`config.mk`:
```
export PLATFORM = sky130hd
export DESIGN_NAME = pkt_chk_top
export DESIGN_NICKNAME = d
export VERILOG_FILES = /design/src/design/pkt_chk_pkg.sv /design/src/design/pkt_chk_top.sv /design/src/design/pkt_checker.sv /design/src/design/pkt_fifo.sv /design/src/design/pkt_rx_framer.sv /design/src/design/pkt_apb_regs.sv
export VERILOG_INCLUDE_DIRS = /design/src /design/src/include
export SDC_FILE = /design/constraint.sdc
export NUM_CORES = 1
export LEC_CHECK = 0
export ABC_CLOCK_PERIOD_IN_PS = 8140
export BUFFER_PORTS_ARGS = -buffer_cell sky130_fd_sc_hd__buf_2
export CORE_MARGIN = 2
export CORE_UTILIZATION = 40
export CTS_CLUSTER_SIZE = 20
export DETAILED_ROUTE_END_ITERATION = 10
export PLACE_DENSITY = 0.56
export SKIP_LAST_GASP = 1
export SYNTH_ARGS = -nofsm -noshare
export SYNTH_HDL_FRONTEND = slang
export SYNTH_SLANG_ARGS = --single-unit
```
`constraint.sdc`:
```
create_clock -name axis_packet_in_monitor -period 8.14 [get_ports axis_packet_in_monitor]
set_clock_uncertainty 0.2 [all_clocks]
set_input_delay 0 -clock axis_packet_in_monitor [delete_from_list [all_inputs] [get_ports axis_packet_in_monitor]]
set_output_delay 0 -clock axis_packet_in_monitor [all_outputs]
set_load 0.03 [all_outputs]
```
`src/include/pkt_chk_cfg.svh`:
```
// Sizes shared by the RTL and the testbench
// PKT_FIFO_DEPTH must be a power of two; PKT_MAX_BYTES must fit in 7 bits
`ifndef PKT_CHK_CFG_SVH
`define PKT_CHK_CFG_SVH

// Bytes per stream word
`define PKT_DATA_BYTES 4

// Longest legal packet in bytes
`define PKT_MAX_BYTES 64

// Buffer entries between framer and checker
`define PKT_FIFO_DEPTH 16

// Expectation slots, one per packet id
`define PKT_NUM_SLOTS 4

// APB address width
`define PKT_APB_ADDR_W 8

`endif
```
`src/design/pkt_chk_pkg.sv`:
```
// Buffer entry types for the packet checker
// One entry is one stream word, read either as data bytes or as a trailer
`include "pkt_chk_cfg.svh"

package pkt_chk_pkg;

    // Trailer written by the framer after the last data word
    typedef struct packed {
        logic [`PKT_DATA_BYTES*8-9:0] pad;
        logic                         oversize;
        logic [6:0]                   len;
    } pkt_trailer_t;

    // Which view applies is carried by the is_trailer bit beside the entry
    typedef union packed {
        logic [`PKT_DATA_BYTES-1:0][7:0] data;
        pkt_trailer_t                    trailer;
    } pkt_entry_t;

endpackage

```
`src/design/pkt_chk_top.sv`:
```
// Packet checker top: framer, FIFO, checker and APB registers
// Stream and APB share one clock and one asynchronous reset
`include "pkt_chk_cfg.svh"

module pkt_chk_top (
    input  logic                            axis_packet_in_monitor,
    input  logic                            arst_n,
    input  logic                            psel,
    input  logic                            penable,
    input  logic                            pwrite,
    input  logic [`PKT_APB_ADDR_W-1:0]      paddr,
    input  logic [31:0]                     pwdata,
    output logic [31:0]                     prdata,
    output logic                            pready,
    output logic                            pslverr,
    input  logic                            in_valid,
    output logic                            in_ready,
    input  logic [`PKT_DATA_BYTES*8-1:0]    in_data,
    input  logic [`PKT_DATA_BYTES-1:0]      in_keep,
    input  logic                            in_last
);

    logic                                   wr_en;
    pkt_chk_pkg::pkt_entry_t                wr_entry;
    logic                                   wr_is_trailer;
    logic                                   full;
    logic                                   rd_en;
    pkt_chk_pkg::pkt_entry_t                rd_entry;
    logic                                   rd_is_trailer;
    logic                                   empty;
    logic [`PKT_NUM_SLOTS-1:0]              slot_armed;
    logic [`PKT_NUM_SLOTS-1:0][6:0]         slot_len;
    logic [`PKT_NUM_SLOTS-1:0][7:0]         slot_seed;
    logic                                   clear;
    logic                                   result_valid;
    logic                                   result_pass;
    logic [$clog2(`PKT_NUM_SLOTS)-1:0]      result_slot;

    pkt_rx_framer i_pkt_rx_framer (
        .axis_packet_in_monitor, .arst_n,
        .in_valid, .in_data, .in_keep, .in_last, .full,
        .in_ready, .wr_en, .wr_entry, .wr_is_trailer
    );

    pkt_fifo i_pkt_fifo (
        .axis_packet_in_monitor, .arst_n,
        .wr_en, .wr_entry, .wr_is_trailer, .rd_en,
        .rd_entry, .rd_is_trailer, .full, .empty
    );

    pkt_checker i_pkt_checker (
        .axis_packet_in_monitor, .arst_n,
        .rd_entry, .rd_is_trailer, .empty,
        .slot_armed, .slot_len, .slot_seed, .clear,
        .rd_en, .result_valid, .result_pass, .result_slot
    );

    pkt_apb_regs i_pkt_apb_regs (
        .axis_packet_in_monitor, .arst_n,
        .psel, .penable, .pwrite, .paddr, .pwdata,
        .result_valid, .result_pass, .result_slot,
        .prdata, .pready, .pslverr,
        .slot_armed, .slot_len, .slot_seed, .clear
    );

endmodule

```
`src/design/pkt_checker.sv`:
```
// Pops one entry per cycle; byte 0 selects the slot, byte b must be seed + b
// Slot ids at or above PKT_NUM_SLOTS always fail
`include "pkt_chk_cfg.svh"

module pkt_checker (
    input  logic                                 axis_packet_in_monitor,
    input  logic                                 arst_n,
    input  pkt_chk_pkg::pkt_entry_t              rd_entry,
    input  logic                                 rd_is_trailer,
    input  logic                                 empty,
    input  logic [`PKT_NUM_SLOTS-1:0]            slot_armed,
    input  logic [`PKT_NUM_SLOTS-1:0][6:0]       slot_len,
    input  logic [`PKT_NUM_SLOTS-1:0][7:0]       slot_seed,
    input  logic                                 clear,
    output logic                                 rd_en,
    output logic                                 result_valid,
    output logic                                 result_pass,
    output logic [$clog2(`PKT_NUM_SLOTS)-1:0]    result_slot
);

    localparam int SLOT_W = $clog2(`PKT_NUM_SLOTS);

    logic [7:0]                 byte_pos;
    logic [7:0]                 slot_id_q;
    logic [7:0]                 cur_id;
    logic [7:0]                 cur_seed;
    logic                       mm_q;
    logic [7:0]                 mm_pos_q;
    logic                       word_mm;
    logic [7:0]                 word_mm_pos;
    logic [`PKT_NUM_SLOTS-1:0]  rcvd;
    logic [SLOT_W-1:0]          slot;
    logic                       mm_in_len;
    logic                       pass;
    pkt_chk_pkg::pkt_trailer_t  trl;

    assign rd_en = !empty;

    // Slot id comes from byte 0, so the first word looks it up directly
    assign cur_id   = (byte_pos == '0) ? rd_entry.data[0] : slot_id_q;
    assign cur_seed = slot_seed[cur_id[SLOT_W-1:0]];

    ////////////////////////////////////////
    // Byte compare, first mismatch only
    ////////////////////////////////////////

    always_comb begin
        logic [7:0] pos;
        word_mm     = 1'b0;
        word_mm_pos = '0;
        for (int i = `PKT_DATA_BYTES - 1; i >= 0; i--) begin
            pos = byte_pos + 8'(i);
            if (pos != '0 && rd_entry.data[i] != cur_seed + pos) begin
                word_mm     = 1'b1;
                word_mm_pos = pos;
            end
        end
    end

    ////////////////////////////////////////
    // Verdict on the trailer
    ////////////////////////////////////////

    assign trl       = rd_entry.trailer;
    assign slot      = slot_id_q[SLOT_W-1:0];
    // Mismatches past the packet length are padding
    assign mm_in_len = mm_q && (mm_pos_q < {1'b0, trl.len});
    assign pass      = (slot_id_q < 8'(`PKT_NUM_SLOTS)) && slot_armed[slot] && !rcvd[slot]
                       && (trl.len == slot_len[slot]) && !trl.oversize && !mm_in_len;

    always_ff @(posedge axis_packet_in_monitor or negedge arst_n) begin
        if (!arst_n) begin
            byte_pos     <= '0;
            mm_q         <= 1'b0;
            rcvd         <= '0;
            result_valid <= 1'b0;
            result_pass  <= 1'b0;
            result_slot  <= '0;
        end else begin
            result_valid <= 1'b0;
            if (clear) rcvd <= '0;
            if (rd_en) begin
                if (rd_is_trailer) begin
                    byte_pos     <= '0;
                    mm_q         <= 1'b0;
                    result_valid <= 1'b1;
                    result_pass  <= pass;
                    result_slot  <= slot;
                    if (pass) rcvd[slot] <= 1'b1;
                end else begin
                    byte_pos <= byte_pos + 8'(`PKT_DATA_BYTES);
                    if (word_mm) mm_q <= 1'b1;
                end
            end
        end
    end

    always_ff @(posedge axis_packet_in_monitor) begin
        if (rd_en && !rd_is_trailer) begin
            if (byte_pos == '0) slot_id_q <= rd_entry.data[0];
            if (word_mm && !mm_q) mm_pos_q <= word_mm_pos;
        end
    end

endmodule

```
`src/design/pkt_fifo.sv`:
```
// Show-ahead FIFO; the head entry is valid whenever empty is low
// Depth must be a power of two so the pointers wrap on their own
`include "pkt_chk_cfg.svh"

module pkt_fifo (
    input  logic                     axis_packet_in_monitor,
    input  logic                     arst_n,
    input  logic                     wr_en,
    input  pkt_chk_pkg::pkt_entry_t  wr_entry,
    input  logic                     wr_is_trailer,
    input  logic                     rd_en,
    output pkt_chk_pkg::pkt_entry_t  rd_entry,
    output logic                     rd_is_trailer,
    output logic                     full,
    output logic                     empty
);

    localparam int PTR_W = $clog2(`PKT_FIFO_DEPTH);

    pkt_chk_pkg::pkt_entry_t     mem [`PKT_FIFO_DEPTH];
    logic [`PKT_FIFO_DEPTH-1:0]  trl_mem;
    logic [PTR_W-1:0]            wr_ptr;
    logic [PTR_W-1:0]            rd_ptr;
    logic [PTR_W:0]              count;

    assign full          = (count == (PTR_W+1)'(`PKT_FIFO_DEPTH));
    assign empty         = (count == '0);
    assign rd_entry      = mem[rd_ptr];
    assign rd_is_trailer = trl_mem[rd_ptr];

    // Storage
    always_ff @(posedge axis_packet_in_monitor) begin
        if (wr_en) begin
            mem[wr_ptr]     <= wr_entry;
            trl_mem[wr_ptr] <= wr_is_trailer;
        end
    end

    always_ff @(posedge axis_packet_in_monitor or negedge arst_n) begin
        if (!arst_n) begin
            wr_ptr <= '0;
            rd_ptr <= '0;
            count  <= '0;
        end else begin
            if (wr_en) wr_ptr <= wr_ptr + 1'b1;
            if (rd_en) rd_ptr <= rd_ptr + 1'b1;
            case ({wr_en, rd_en})
                2'b10:   count <= count + 1'b1;
                2'b01:   count <= count - 1'b1;
                default: count <= count;
            endcase
        end
    end

    a_no_overflow: assert property (
        @(posedge axis_packet_in_monitor) disable iff (!arst_n)
        wr_en |-> !full
    );

    a_no_underflow: assert property (
        @(posedge axis_packet_in_monitor) disable iff (!arst_n)
        rd_en |-> !empty
    );

endmodule

```
`src/design/pkt_rx_framer.sv`:
```
// Stream ingress; keep must be contiguous from bit 0 and only the last word partial
// One dead cycle after each last word while the trailer is written
`include "pkt_chk_cfg.svh"

module pkt_rx_framer (
    input  logic                              axis_packet_in_monitor,
    input  logic                              arst_n,
    input  logic                              in_valid,
    input  logic [`PKT_DATA_BYTES*8-1:0]      in_data,
    input  logic [`PKT_DATA_BYTES-1:0]        in_keep,
    input  logic                              in_last,
    input  logic                              full,
    output logic                              in_ready,
    output logic                              wr_en,
    output pkt_chk_pkg::pkt_entry_t           wr_entry,
    output logic                              wr_is_trailer
);

    logic                       accept;
    logic                       trl_pend;
    logic                       over_q;
    logic                       over_now;
    logic [7:0]                 byte_cnt;
    logic [7:0]                 next_cnt;
    pkt_chk_pkg::pkt_trailer_t  trl_q;

    assign in_ready = !full && !trl_pend;
    assign accept   = in_valid && in_ready;

    // Full words add DATA_BYTES, the last word adds its keep popcount
    assign next_cnt = byte_cnt + (in_last ? 8'($countones(in_keep)) : 8'(`PKT_DATA_BYTES));
    assign over_now = over_q || (next_cnt > 8'(`PKT_MAX_BYTES));

    always_ff @(posedge axis_packet_in_monitor or negedge arst_n) begin
        if (!arst_n) begin
            trl_pend <= 1'b0;
            over_q   <= 1'b0;
            byte_cnt <= '0;
        end else begin
            if (trl_pend && !full) trl_pend <= 1'b0;
            if (accept) begin
                if (in_last) begin
                    trl_pend <= 1'b1;
                    over_q   <= 1'b0;
                    byte_cnt <= '0;
                end else begin
                    over_q <= over_now;
                    // Hold the count once oversize so it cannot wrap
                    if (!over_now) byte_cnt <= next_cnt;
                end
            end
        end
    end

    always_ff @(posedge axis_packet_in_monitor) begin
        if (accept && in_last) begin
            trl_q.pad      <= '0;
            trl_q.oversize <= over_now;
            trl_q.len      <= next_cnt[6:0];
        end
    end

    ////////////////////////////////////////
    // FIFO write side
    ////////////////////////////////////////

    always_comb begin
        wr_is_trailer = trl_pend;
        if (trl_pend) begin
            wr_en            = !full;
            wr_entry.trailer = trl_q;
        end else begin
            wr_en         = accept;
            wr_entry.data = in_data;
        end
    end

    a_keep_contiguous: assert property (
        @(posedge axis_packet_in_monitor) disable iff (!arst_n)
        accept |-> (in_keep != '0) && ((in_keep & (in_keep + 1'b1)) == 0)
                   && (in_last || (&in_keep))
    );

endmodule

```
`src/design/pkt_apb_regs.sv`:
```
// APB register block with no wait states; pslverr on unmapped addresses and STATUS writes
// Counters saturate at 255 and are zeroed only by a CLEAR write
`include "pkt_chk_cfg.svh"

module pkt_apb_regs (
    input  logic                                     axis_packet_in_monitor,
    input  logic                                     arst_n,
    input  logic                                     psel,
    input  logic                                     penable,
    input  logic                                     pwrite,
    input  logic [`PKT_APB_ADDR_W-1:0]               paddr,
    input  logic [31:0]                              pwdata,
    input  logic                                     result_valid,
    input  logic                                     result_pass,
    input  logic [$clog2(`PKT_NUM_SLOTS)-1:0]        result_slot,
    output logic [31:0]                              prdata,
    output logic                                     pready,
    output logic                                     pslverr,
    output logic [`PKT_NUM_SLOTS-1:0]                slot_armed,
    output logic [`PKT_NUM_SLOTS-1:0][6:0]           slot_len,
    output logic [`PKT_NUM_SLOTS-1:0][7:0]           slot_seed,
    output logic                                     clear
);

    localparam int SLOT_W = $clog2(`PKT_NUM_SLOTS);
    localparam int AW     = `PKT_APB_ADDR_W;

    logic              access;
    logic              wr;
    logic              hit_status;
    logic              hit_clear;
    logic              hit_slot;
    logic [AW-1:0]     slot_off;
    logic [SLOT_W-1:0] slot_idx;
    logic [7:0]        pass_cnt;
    logic [7:0]        fail_cnt;
    logic [`PKT_NUM_SLOTS-1:0] rcvd_map;

    ////////////////////////////////////////
    // Address decode
    ////////////////////////////////////////

    assign access     = psel && penable;
    assign wr         = access && pwrite;
    assign hit_status = (paddr == AW'('h00));
    assign hit_clear  = (paddr == AW'('h04));
    assign slot_off   = paddr - AW'('h10);
    assign slot_idx   = slot_off[SLOT_W+1:2];
    assign hit_slot   = (paddr >= AW'('h10)) && (slot_off[1:0] == 2'b00)
                        && ((slot_off >> 2) < `PKT_NUM_SLOTS);

    assign pready  = 1'b1;
    assign pslverr = access && (!(hit_status || hit_clear || hit_slot) || (pwrite && hit_status));

    always_comb begin
        prdata = '0;
        if (hit_status) begin
            prdata[`PKT_NUM_SLOTS-1:0] = rcvd_map;
            prdata[15:8]               = pass_cnt;
            prdata[23:16]              = fail_cnt;
        end else if (hit_slot) begin
            prdata[15:0] = {slot_armed[slot_idx], slot_len[slot_idx], slot_seed[slot_idx]};
        end
    end

    ////////////////////////////////////////
    // Slot table, clear pulse, counters
    ////////////////////////////////////////

    always_ff @(posedge axis_packet_in_monitor or negedge arst_n) begin
        if (!arst_n) begin
            slot_armed <= '0;
            slot_len   <= '0;
            slot_seed  <= '0;
            clear      <= 1'b0;
            pass_cnt   <= '0;
            fail_cnt   <= '0;
            rcvd_map   <= '0;
        end else begin
            clear <= wr && hit_clear;
            if (wr && hit_slot) begin
                slot_seed[slot_idx]  <= pwdata[7:0];
                slot_len[slot_idx]   <= pwdata[14:8];
                slot_armed[slot_idx] <= pwdata[15];
            end
            // Clear wins over a result landing in the same cycle
            if (clear) begin
                pass_cnt <= '0;
                fail_cnt <= '0;
                rcvd_map <= '0;
            end else if (result_valid) begin
                if (result_pass) begin
                    rcvd_map[result_slot] <= 1'b1;
                    if (pass_cnt != 8'hff) pass_cnt <= pass_cnt + 8'd1;
                end else if (fail_cnt != 8'hff) begin
                    fail_cnt <= fail_cnt + 8'd1;
                end
            end
        end
    end

    // An error response leaves the slot table and the clear pulse untouched
    a_slverr_no_effect: assert property (
        @(posedge axis_packet_in_monitor) disable iff (!arst_n)
        pslverr |=> $stable(slot_armed) && $stable(slot_len) && $stable(slot_seed)
                    && !clear
    );

endmodule

```
==> out/metrics.yaml, run 1 <==
die:
  rows: 99
  core_mm2: 0.07308
  die_y_um: 276.1
  ioPinCount: 118
  initial_utilization_pct: 40.53
  die-area_mm2: 0.07624
  die_width_um: 276.1
drt:
  wl_per_cell_um: 24.04
  totalWireLength_mm: 69.43
  vias: 15990
  via_per_inst: 5.537
  firstDrtPassIters: 5
  drt-initial-drc-count: 1156
  postRouteAntennaNets: 0
  drc: 0
hold_path:
  hp-class: "in2reg"
timing:
  rsz0062_at_grt: "no"
  final-setup-viol-count: 0
  fmax_mhz: 148.1
  hold_violations: 0
  hold-worst-slack_ps: 17.12
  slew_viol_final: 0
  relSlewSlack_pct: 20.61
  final.setup.tns_ps: 0
  period_share_pct: 82.98
  fin_crit_ps: 6754
  tightestPinTransition_ps: 1187
global_routing:
  grt_pass1_wl_mm: 106.0
  grt_pass1_vias: 16744
  grt_overflow: 0
  grt_usage_pct: 18.49
  antenna_found_initial: 0
  grt_max_degree: 76
cts:
  htree_levels: 3
  clock_path_buffers: 3
  cts_root_buf: "clkbuf_16"
  clock_sinks: 675
  clkLatencyLatePin_ps: 620
  path_clk_slew_ps: 60
  cts_inserted_buffers: 73
  post_cts_resized: 0
  tritoncts: "built"
yosys:
  synth_cells: 1676
  ys_async_sr_fraction_pct: 18.22
  yosysWarnings: 0
  ys.flop_type: "edfxtp_1"
  ys_seq_area_share_pct: 66.36
  synth-edff-count: 552
  ys_seq_elements: 675
  yosys-top-cells-area: "edfxtp_1 (56%), mux4_2 (13%), dfrtp_1 (10%)"
  synth.avg_cell_area_um2: 17.67
  synth_top_cell_area_share_pct: 55.96
  yosysUniqueCellTypes: 91
  yosysTopAreaCell: "edfxtp_1"
  synthesis.area_mm2: 0.02962
power_and_ir_drop:
  cellLeakagePower_nw: 12.38
  seq_power_share_pct: 35.6
  power_density_mw_per_mm2: 375.8
  vdd_drop_max_mv: 0.2074
  clockPowerShare_pct: 25.8
  p_sw_mw: 4.509
  p_total_mw: 12.93
  combPwrFrac_pct: 38.6
  internal_power_mw: 8.423
  sw_frac_of_total_pct: 34.87
place:
  placed_area_mm2: 0.03125
  dpl.hpwl_mm: 41.78
  port_buffers: 92
  gp_congestion: 0.8391
finish:
  regArea_mm2: 0.01966
  utilization_pct: 47.08
  fin_nets: 1996
  layout-drive-gt1-share_pct: 27.85
  final_common_cell: "edfxtp_1"
  design_area_mm2: 0.03441
  multi_input_comb_area_mm2: 0.009483
  layout_common_cells: "edfxtp_1 (552), mux4_2 (173), dfrtp_1 (119)"
  n_fill_cell: 6231
  synthToLayoutAreaGrowth_pct: 16.18
critical_path:
  startpoint: "i_pkt_fifo.rd_ptr[0]"
  critical_path_arrival_ps: 6780
  r2r_start: "i_pkt_fifo.rd_ptr[0]"
  crit_required_ps: 8160
  crit_end: "i_pkt_checker.mm_pos_q[1]"
  worstSetupPathType: "reg2reg"
  reg2reg_depth: 18
  crit_fanout: 35
  r2r-end: "i_pkt_checker.mm_pos_q[1]"
  crit_path_start_kind: "register"
  endpoint_kind: "register"
  r2r_setup_slack_ps: 1390
job:
  maxCapViolations: 0
outcome:
  status: "completed"
kinds of logic after synthesis:
logic type | synth area share (%)
AOI/OAI and AO/OA | 4.546
other | 0.02536
DFF | 66.36
buffers and inverters | 2.146
xor gates and xnor gates | 2.915
and+or+nand+nor | 4.837
muxes | 17.25
adders and majority gates | 1.926
power groups by stage:
| stage | registers [mW] | logic [mW] | clock network, mW |
|---|---|---|---|
| finish | 4.61 | 4.99 | 3.33 |
| detailed placement | 4.69 | 5.01 | 0 |
| global route | 4.66 | 5.44 | 3.55 |
| CTS | 4.62 | 5.06 | 3.41 |
| floorplan | 4.52 | 3.81 | 0 |
| global placement | 4.66 | 4.94 | 0 |
synthesized netlist by cell type (17+ instances only):
| cell type | n |
|---|---|
| nor2_1 | 66 |
| nand3_1 | 17 |
| dfrtp_1 | 123 |
| nand2_1 | 64 |
| ha_1 | 40 |
| and2_1 | 18 |
| a22o_1 | 17 |
| inv_1 | 43 |
| xor2_1 | 26 |
| buf_4 | 18 |
| a21oi_1 | 32 |
| mux2i_1 | 17 |
| o21ai_0 | 25 |
| nor2b_1 | 35 |
| clkbuf_1 | 43 |
| mux4_2 | 173 |
| xnor2_1 | 63 |
| edfxtp_1 | 552 |
| mux2_2 | 81 |
how the worst min path moves through the flow:
stage               start                           end  slack (ps)  cells past startpoint
4_1_cts        pwdata[12]   i_pkt_apb_regs.slot_len[25]         0.6                      3
6_report       pwdata[12]   i_pkt_apb_regs.slot_len[25]          20                      3
3_5_place_dp       arst_n  i_pkt_apb_regs.slot_seed[31]        -120                      1
2_1_floorplan      arst_n          i_pkt_apb_regs.clear        -500                      0
5_1_grt         pwdata[8]    i_pkt_apb_regs.slot_len[0]          20                      3
3_3_place_gp       arst_n  i_pkt_apb_regs.slot_seed[15]        -130                      1
flip-flops by register name (all words and copies together), names as in the netlist:
name	flops
i_pkt_rx_framer.byte_cnt	8
i_pkt_checker.mm_pos_q	8
i_pkt_apb_regs.pass_cnt	8
i_pkt_fifo.rd_ptr	4
i_pkt_fifo.trl_mem	16
i_pkt_apb_regs.slot_len	28
i_pkt_checker.result_pass	1
i_pkt_fifo.count	5
i_pkt_checker.slot_id_q	8
i_pkt_checker.byte_pos	6
i_pkt_apb_regs.clear	1
i_pkt_apb_regs.fail_cnt	8
i_pkt_fifo.mem	512
i_pkt_rx_framer.trl_q	8
i_pkt_apb_regs.slot_seed	32
i_pkt_rx_framer.over_q	1
i_pkt_checker.mm_q	1
i_pkt_apb_regs.rcvd_map	4
i_pkt_checker.rcvd	4
i_pkt_apb_regs.slot_armed	4
i_pkt_checker.result_valid	1
i_pkt_checker.result_slot	2
i_pkt_fifo.wr_ptr	4
i_pkt_rx_framer.wr_is_trailer	1
worst max-delay path, cell delays in order (launching register included):
cell and delay, ps:
dfrtp_4 830, mux4_1 620, nand2b_4 190, a31oi_2 340, nand2_1 410, nor2_1 200, a31oi_1 100, ha_1 610
inv_1 240, o21a_1 240, or2_2 270, a221o_1 260, nand3_1 180, a31o_2 190, a221oi_1 70, nor4b_2 210
nor2b_1 140, buf_4 170, a211oi_1 870
through the flow:
step	setup WS [ps]	cells
after global placement	1433	2682
after CTS	1373	2887
after detailed placement	1417	2682
final	1386	2888
after global routing	868.6	2887
after floorplan	2281	1686
per-layer routing:
metal | track usage (%) | up-vias | wire (um)
met2 | 30.27 | 391 | 33920
met4 | 5.366 | 0 | 1867
li1 | - | 7029 | -
met1 | 25.45 | 8452 | 30400
met3 | 3.253 | 118 | 3249
met5 | 0 | - | 0
repair_timing:
action,in CTS,in global routing
hold buffers,72,0
buffers inserted,0,0
endpoints found under the hold margin,679,0
layout make-up:
cell class | count | area share, %
clock buffers | 92 | 5.691
multi-input cells | 876 | 27.56
inverters | 45 | 0.4909
clock inverters | 41 | 1.356
repair buffers | 199 | 4.265
diodes | 1 | 0.007272
well taps | 959 | 3.487
flip-flops and latches | 675 | 57.15
(Power assumes the default switching activity.)
==> run 2: changes to the inputs <==
--- a/config.mk
+++ b/config.mk
@@ -6,7 +6,8 @@
 export SDC_FILE = /design/constraint.sdc
 export NUM_CORES = 1
 export LEC_CHECK = 0
-export ABC_CLOCK_PERIOD_IN_PS = 8140
+export ABC_AREA = 1
+export ABC_CLOCK_PERIOD_IN_PS = 6900
 export BUFFER_PORTS_ARGS = -buffer_cell sky130_fd_sc_hd__buf_2
 export CORE_MARGIN = 2
 export CORE_UTILIZATION = 40
==> constraint.sdc (replaced) <==
create_clock -name axis_packet_in_monitor -period 6.9 [get_ports axis_packet_in_monitor]
set_clock_uncertainty 0.2 [all_clocks]
set_input_delay 0 -clock axis_packet_in_monitor [delete_from_list [all_inputs] [get_ports axis_packet_in_monitor]]
set_output_delay 0 -clock axis_packet_in_monitor [all_outputs]
set_load 0.03 [all_outputs]
==> run 2 against run 1 <==
Net effect:
- clock-buffer cell count is 1 lower
- total power is 21% higher
- via count is 33% higher
- worst setup slack better by 8.9 ps
- area after synthesis is 1.4% higher
- core utilization is 0.74 points lower
- synthesized cell count is 63% higher
- sequential share of layout area is 0.060 points lower
- largest cell class unchanged
- highest routed layer unchanged
==> out/metrics.yaml, run 2 <==
outcome:
  status: "completed"
yosys:
  synth_compound_area_share_pct: 11.76  # +7.2 points
  synthAdderAreaFrac_pct: 1.867  # -0.060 points
  yosys-top-cells-area: "edfxtp_1 (55%), dfrtp_1 (10%), nand2_1 (6.9%)"
  yosysWarnings: 0  # unchanged
  ys.flop_type: "edfxtp_1"
  synthesis.area_mm2: 0.03003  # +1.4%
  yosysMostFrequentCell: "nand2_1"
  yosysTopAreaCell: "edfxtp_1"
  synthMuxAreaShare_pct: 0  # -17 points
  synth_top_family_by_area: "simple AND/OR/NAND/NOR gates"
  ys_seq_area_share_pct: 65.46  # -0.90 points
  synth_xor_xnor_area_share_pct: 1.475  # -1.4 points
  yosys-top-cells-count: "nand2_1 (555), edfxtp_1 (552), inv_1 (213)"
  synth.avg_cell_area_um2: 11.02  # -38%
  synth-edff-count: 552  # unchanged
  synth_cells: 2725  # +63%
  synth_top_cell_area_share_pct: 55.20  # -0.76 points
  yosys.area_share.simple_pct: 13.99  # +9.2 points
  ys_seq_elements: 675  # unchanged
  ys_async_sr_fraction_pct: 18.22  # unchanged
  yosysUniqueCellTypes: 61  # -33%
cts:
  cts_hold_buf: 60  # -17%
  cts_root_buf: "clkbuf_16"
  tritoncts: "built"
  clock_path_buffers: 3  # unchanged
  cts_setup_buffers: 0  # unchanged
  clock_sinks: 675  # unchanged
  cts_inserted_buffers: 74  # +1.4%
  post_cts_resized: 0  # unchanged
  htree_levels: 3  # unchanged
  path_clk_slew_ps: 60  # about the same
  clkLatencyLatePin_ps: 630  # about the same
finish:
  final_common_cell: "nand2_1"
  diodes: 0  # -1
  reg_top3: "i_pkt_fifo.mem (512), i_pkt_apb_regs.slot_seed (32), i_pkt_apb_regs.slot_len (28)"
  design_area_mm2: 0.03445  # +0.11%
  layout_common_cells: "nand2_1 (555), edfxtp_1 (552), inv_1 (211)"
  regMostFlops: "i_pkt_fifo.mem"
  layout-drive-gt1-share_pct: 9.966  # -18 points
  largest_reg_flops: 512  # unchanged
  synthToLayoutAreaGrowth_pct: 14.72
  fin_nets: 2968  # +49%
critical_path:
  r2r_start: "i_pkt_fifo.rd_ptr[1]"
  crit_path_start_kind: "register"
  r2r-end: "i_pkt_checker.mm_pos_q[2]"
  worstSetupPathType: "reg2reg"
  crit_required_ps: 6960  # -1200 ps
  r2r_setup_slack_ps: 1390  # about the same
  critical_path_arrival_ps: 5560  # -1220 ps
  endpoint_kind: "register"
  crit_fanout: 62  # +77%
  reg2reg_depth: 26  # +8
timing:
  relSlewSlack_pct: 17.18  # -3.4 points
  hold_violations: 0  # unchanged
  final.setup.tns_ps: 0  # unchanged
  tightestPinTransition_ps: 1239  # +51.36 ps
  period_share_pct: 79.79  # -3.2 points
  fmax_mhz: 181.6  # +23%
  slew_viol_final: 0  # unchanged
  fin_crit_ps: 5506  # -1249 ps
  final-setup-viol-count: 0  # unchanged
  rsz0062_at_grt: "no"
place:
  dpl.hpwl_mm: 45.28  # +8.4%
  port_buffers: 92  # unchanged
  gp_congestion: 0.8699  # +3.7%
  placed_area_mm2: 0.03136  # +0.35%
job:
  maxCapViolations: 0  # unchanged
hold_path:
  hp-start: "pwdata[12]"
  min_path_cells: 4  # +1
  hp-class: "in2reg"
  holdPathEnd: "i_pkt_apb_regs.slot_len[25]"
die:
  die-area_mm2: 0.07727  # +1.4%
  rows: 100  # +1.0%
  die_width_um: 278.0  # +0.68%
  ioPinCount: 118  # unchanged
  core_mm2: 0.07432  # +1.7%
  die_y_um: 278.0  # +0.68%
  initial_utilization_pct: 40.40  # -0.13 points
drt:
  drc: 0  # unchanged
  totalWireLength_mm: 81.13  # +17%
  via_per_inst: 5.480  # -1.0%
  wl_per_cell_um: 20.97  # -13%
  firstDrtPassIters: 6  # +1
  drt-initial-drc-count: 1831  # +58%
  postRouteAntennaNets: 0  # unchanged
  vias: 21204  # +33%
power_and_ir_drop:
  cellLeakagePower_nw: 13.15  # +6.2%
  power_density_mw_per_mm2: 455.7  # +21%
  vdd_drop_max_mv: 0.4369  # +110%
global_routing:
  grt_overflow: 0  # unchanged
  grt_pass1_vias: 20958  # +25%
  grt_max_degree: 189  # +150%
  antenna_found_initial: 0  # unchanged
  grt_usage_pct: 20.90  # +2.4 points
  grt_pass1_wl_mm: 124.0  # +17%
[run 2: logic make-up after synthesis]
family	Yosys count
compound gates	579
xor+xnor	49
fa+ha+maj	43
buf+inv	376
flops	675
other cells	2
simple gates	1001
[run 2: how the worst max path moves through the flow]
stage	start	end	slack, ps	depth (start not counted)
final	i_pkt_fifo.rd_ptr[1]	i_pkt_checker.mm_pos_q[2]	1390	26
after global routing	i_pkt_fifo.rd_ptr[1]	i_pkt_checker.mm_pos_q[6]	870	26
after CTS	i_pkt_fifo.rd_ptr[1]	i_pkt_checker.mm_pos_q[0]	1330	26
after detailed placement	i_pkt_fifo.rd_ptr[1]	i_pkt_checker.mm_pos_q[0]	1330	26
after global placement	i_pkt_fifo.rd_ptr[1]	i_pkt_checker.mm_pos_q[0]	1440	26
after floorplan	i_pkt_checker.byte_pos[3]	i_pkt_checker.mm_pos_q[0]	2610	30
[run 2: per-stage QoR]
step | setup WS, ps | instances | hold slack (ps) | power [mW] | utilization (%)
2_1_floorplan | 2612 | 2735 | -495.6 | 9.873 | -
3_3_place_gp | 1442 | 3675 | -255.5 | 11.61 | 42.19
3_5_place_dp | 1331 | 3675 | -245.4 | 11.75 | 42.19
4_1_cts | 1327 | 3869 | 5.752 | 15.79 | 46.35
5_1_grt | 867.7 | 3869 | 55.82 | 16.71 | 46.35
6_report | 1394 | 3869 | 36.19 | 15.70 | 46.35
[run 2: area by class of cell]
cell class / count / area [um^2]
fillers: 6770 / 39870
clock inverters: 43 / 464.2
flip-flops and latches: 675 / 19660
repair buffers: 184 / 1350
inverters: 223 / 844.6
clock buffers: 91 / 2009
well taps: 969 / 1212
multi-input cells: 1684 / 8902
[run 2: metal layers]
metal | track usage [%] | part of all wire (%)
met3 | 3.257 | 5.4
met1 | 28.12 | 44
met4 | 6.140 | 2.6
met5 | 0 | 0
met2 | 35.03 | 48
[run 2: power by group]
group / switching [mW] / internal (mW) / leakage (nW) / total (mW)
sequential: 0.290 / 5.11 / 6.69 / 5.40
clock: 1.64 / 2.35 / 1.21 / 3.98
combinational: 4.41 / 1.91 / 5.25 / 6.31
total: 6.33 / 9.36 / 13.2 / 15.7
[run 2: critical path: stages, from the launching register on]
cell,delay [ps]
dfrtp_4,970
inv_4,150
nand3_1,130
nand3_1,100
nand3_2,140
nand3_2,270
nand2_4,290
o21ai_0,110
o22ai_1,300
ha_1,440
inv_1,140
o21ai_0,80
nand2_1,80
nand2_1,50
nand2_1,70
nand2_1,60
a21oi_1,160
xor2_1,200
xnor2_1,140
nor3_1,70
nand3_1,130
nor2_1,70
nand2_1,70
nor2_2,50
nand2_2,80
inv_2,70
nor3_2,500
==> run 3: changes to the inputs <==
--- a/config.mk
+++ b/config.mk
@@ -6,14 +6,14 @@
 export SDC_FILE = /design/constraint.sdc
 export NUM_CORES = 1
 export LEC_CHECK = 0
-export ABC_AREA = 1
-export ABC_CLOCK_PERIOD_IN_PS = 6900
+export ABC_AREA = 0
+export ABC_CLOCK_PERIOD_IN_PS = 5000
 export BUFFER_PORTS_ARGS = -buffer_cell sky130_fd_sc_hd__buf_2
 export CORE_MARGIN = 2
 export CORE_UTILIZATION = 40
 export CTS_CLUSTER_SIZE = 20
 export DETAILED_ROUTE_END_ITERATION = 10
-export PLACE_DENSITY = 0.56
+export PLACE_DENSITY = 0.58
 export SKIP_LAST_GASP = 1
 export SYNTH_ARGS = -nofsm -noshare
 export SYNTH_HDL_FRONTEND = slang
==> constraint.sdc (replaced) <==
create_clock -name axis_packet_in_monitor -period 5 [get_ports axis_packet_in_monitor]
set_clock_uncertainty 0.2 [all_clocks]
set_input_delay 0 -clock axis_packet_in_monitor [delete_from_list [all_inputs] [get_ports axis_packet_in_monitor]]
set_output_delay 0 -clock axis_packet_in_monitor [all_outputs]
set_load 0.03 [all_outputs]
==> run 3 against run 2 <==
Net effect:
- non-clock buffer count grew 96
- cell area grew 2.6%
- clock-buffer cell count shrank 5
- register-to-register slack lost 1300 ps
- via count shrank 23%
- total power grew 42%
- clock power grew 38%
- sequential power grew 36%
- die area shrank 1.3%
- critical path type unchanged
- largest cell class unchanged
==> out/metrics.yaml, run 3 (synthesis gave the netlist of run 1 again) <==
outcome:
  status: "completed"
finish:
  reg_top3: "i_pkt_fifo.mem (512), i_pkt_apb_regs.slot_seed (32), i_pkt_apb_regs.slot_len (28)"
  layout-drive-gt1-share_pct: 32.55  # +23 points
  fin_cells: 2971  # -23%
  multi_input_comb_area_mm2: 0.009694  # +8.9%
  diodes: 0  # unchanged
  fin_nets: 2078  # -30%
  design_area_mm2: 0.03534  # +2.6%
  n_fill_cell: 6117  # -9.6%
  layout_common_cells: "edfxtp_1 (552), mux4_2 (173), dfrtp_1 (119)"
  regArea_mm2: 0.01966  # unchanged
  regMostFlops: "i_pkt_fifo.mem"
  synthToLayoutAreaGrowth_pct: 19.31
  largest_reg_flops: 512  # unchanged
  final_common_cell: "edfxtp_1"
die:
  initial_utilization_pct: 40.53  # +0.13 points
  ioPinCount: 118  # unchanged
  rows: 99  # -1.0%
  die_y_um: 276.1  # -0.67%
  core_mm2: 0.07308  # -1.7%
  die_width_um: 276.1  # -0.67%
  die-area_mm2: 0.07624  # -1.3%
power_and_ir_drop:
  vdd_drop_max_mv: 0.4463  # +2.2%
  cellLeakagePower_nw: 12.84  # -2.3%
  power_density_mw_per_mm2: 631.4  # +39%
place:
  placed_area_mm2: 0.03187  # +1.6%
  port_buffers: 92  # unchanged
  dpl.hpwl_mm: 44.35  # -2.1%
  dpl.cell_count: 2757  # -25%
  gp_congestion: 0.8663  # -0.41%
  dp_slack_ps: -32.41  # -1363 ps
cts:
  clock_path_buffers: 3  # unchanged
  cts_inserted_buffers: 74  # unchanged
  clock_sinks: 675  # unchanged
  clkLatencyLatePin_ps: 630  # about the same
  cts_root_buf: "clkbuf_16"
  tritoncts: "built"
  htree_levels: 3  # unchanged
  path_clk_slew_ps: 60  # about the same
critical_path:
  crit_fanout: 8  # -87%
  startpoint: "i_pkt_fifo.rd_ptr[0]"
  path_depth: 21  # -19%
  worstSetupPathType: "reg2reg"
  r2r_start: "i_pkt_fifo.rd_ptr[0]"
  endpoint_kind: "register"
  crit_required_ps: 5170  # -1790 ps
  reg2reg_depth: 21  # -19%
  r2r_setup_slack_ps: 100  # -1300 ps
  r2r-end: "i_pkt_checker.mm_pos_q[2]"
  critical_path_arrival_ps: 5080  # -480 ps
  cpMaxStageDelayCell: "dfrtp_4"
  crit_path_start_kind: "register"
  critPathTopFamily: "compound AO/OA/AOI/OAI gates"
  cp_num_buf_inv: 6  # +3
  crit_end: "i_pkt_checker.mm_pos_q[2]"
  cp_common_cell: "buf_4"
  crit_chain: "mux2_4 > a222oi_1 > buf_4 > a31oi_4 > nand2_4 > buf_4 > buf_4 > nand2_1 > a31oi_4 > ha_4 > buf_4 > xnor2_1 > xnor2_1 > nand2_1 > a2111oi_2 > nand4_1 > nor4b_4 > nor2b_1 > buf_4 > a211oi_4 > buf_6"
  critPathMaxStageDelay_ps: 530  # -440 ps
hold_path:
  hp-class: "in2reg"
drt:
  wl_per_cell_um: 24.03  # +15%
  totalWireLength_mm: 71.38  # -12%
  vias: 16329  # -23%
  drc: 0  # unchanged
  via_per_inst: 5.496  # +0.29%
  postRouteAntennaNets: 0  # unchanged
  firstDrtPassIters: 5  # -1
  drt-initial-drc-count: 1180  # -36%
timing:
  period_share_pct: 98.09  # +18 points
  hold_violations: 0  # unchanged
  setup_slack_ps: 95.45  # -1299 ps
  fin_crit_ps: 4905  # -601.1 ps
  fmax_mhz: 203.9  # +12%
  tightestPinTransition_ps: 1110  # -128.4 ps
  rsz0062_at_grt: "yes"
  slew_viol_final: 0  # unchanged
  final-setup-viol-count: 0  # unchanged
  relSlewSlack_pct: 25.77  # +8.6 points
job:
  maxCapViolations: 0  # unchanged
global_routing:
  antenna_found_initial: 1  # +1
  grt_overflow: 0  # unchanged
  grt_pass1_wl_mm: 108.1  # -13%
  grt_usage_pct: 18.79  # -2.1 points
  grt_pass1_vias: 17211  # -18%
  grt_max_degree: 94  # -50%
-- run 3: per-stage QoR --
stage | hold WS, ps | total power [mW] | utilization, % | setup TNS (ps)
after global placement | -185.9 | 16.36 | 43.60 | -464.8
after floorplan | -495.6 | 13.68 | - | -1105
after CTS | 1.303 | 22.20 | 48.07 | 0
after global routing | 20.91 | 23.48 | 48.35 | -687.9
final | 26.18 | 22.31 | 48.35 | 0
after detailed placement | -177.9 | 16.54 | 43.60 | -260.2
-- run 3: worst register-to-register path: stages (launching register included) --
cell       delay [ps]
dfrtp_4           530
mux2_4            310
a222oi_1          390
buf_4             190
a31oi_4            90
nand2_4           130
buf_4             120
buf_4              90
nand2_1            80
a31oi_4           290
ha_4              270
buf_4             140
xnor2_1           210
xnor2_1           140
nand2_1           100
a2111oi_2         260
nand4_1           200
nor4b_4           390
nor2b_1           180
buf_4             150
a211oi_4           60
buf_6             140
-- run 3: cell type report --
class                      count  area share, %
sequential                   675          55.65
multi-input combinational    876          27.43
timing repair buffer         280          5.991
clock buffer                  86          5.545
tap                          959          3.396
clock inverter                50          1.491
inverter                      45         0.4992
-- run 3: worst min path at each step --
stage | start | to | slack [ps] | cells past startpoint
CTS | pwdata[4] | i_pkt_apb_regs.slot_seed[28] | 1 | 3
detailed placement | arst_n | i_pkt_apb_regs.slot_seed[15] | -180 | 1
global route | pwdata[4] | i_pkt_apb_regs.slot_seed[28] | 20 | 3
global placement | arst_n | i_pkt_apb_regs.slot_seed[7] | -190 | 1
floorplan | arst_n | i_pkt_apb_regs.clear | -500 | 0
finish | pwdata[5] | i_pkt_apb_regs.slot_seed[13] | 30 | 3
-- run 3: metal layers --
| layer | vias up | track usage, % | wire [um] |
|---|---|---|---|
| met3 | 114 | 3.059 | 3192 |
| li1 | 7191 | - | - |
| met2 | 396 | 31.77 | 35400 |
| met1 | 8628 | 25.39 | 31300 |
| met5 | - | 0 | 0 |
| met4 | 0 | 4.862 | 1493 |
-- run 3: what timing repair did --
| action | 4_1_cts | 5_1_grt |
|---|---|---|
| buffers inserted | 0 | 4 |
| gates resized for setup | 3 | 34 |
| hold buffers | 74 | 0 |
| pin swaps | 0 | 11 |
| endpoints found under the hold margin | 727 | 0 |
| setup endpoints to repair | 11 | 18 |
-- run 3: power by group --
group	switching, mW	total [mW]	internal (mW)
Combinational	5.20	9.44	4.24
Sequential	0.301	7.36	7.06
Clock	2.26	5.51	3.25
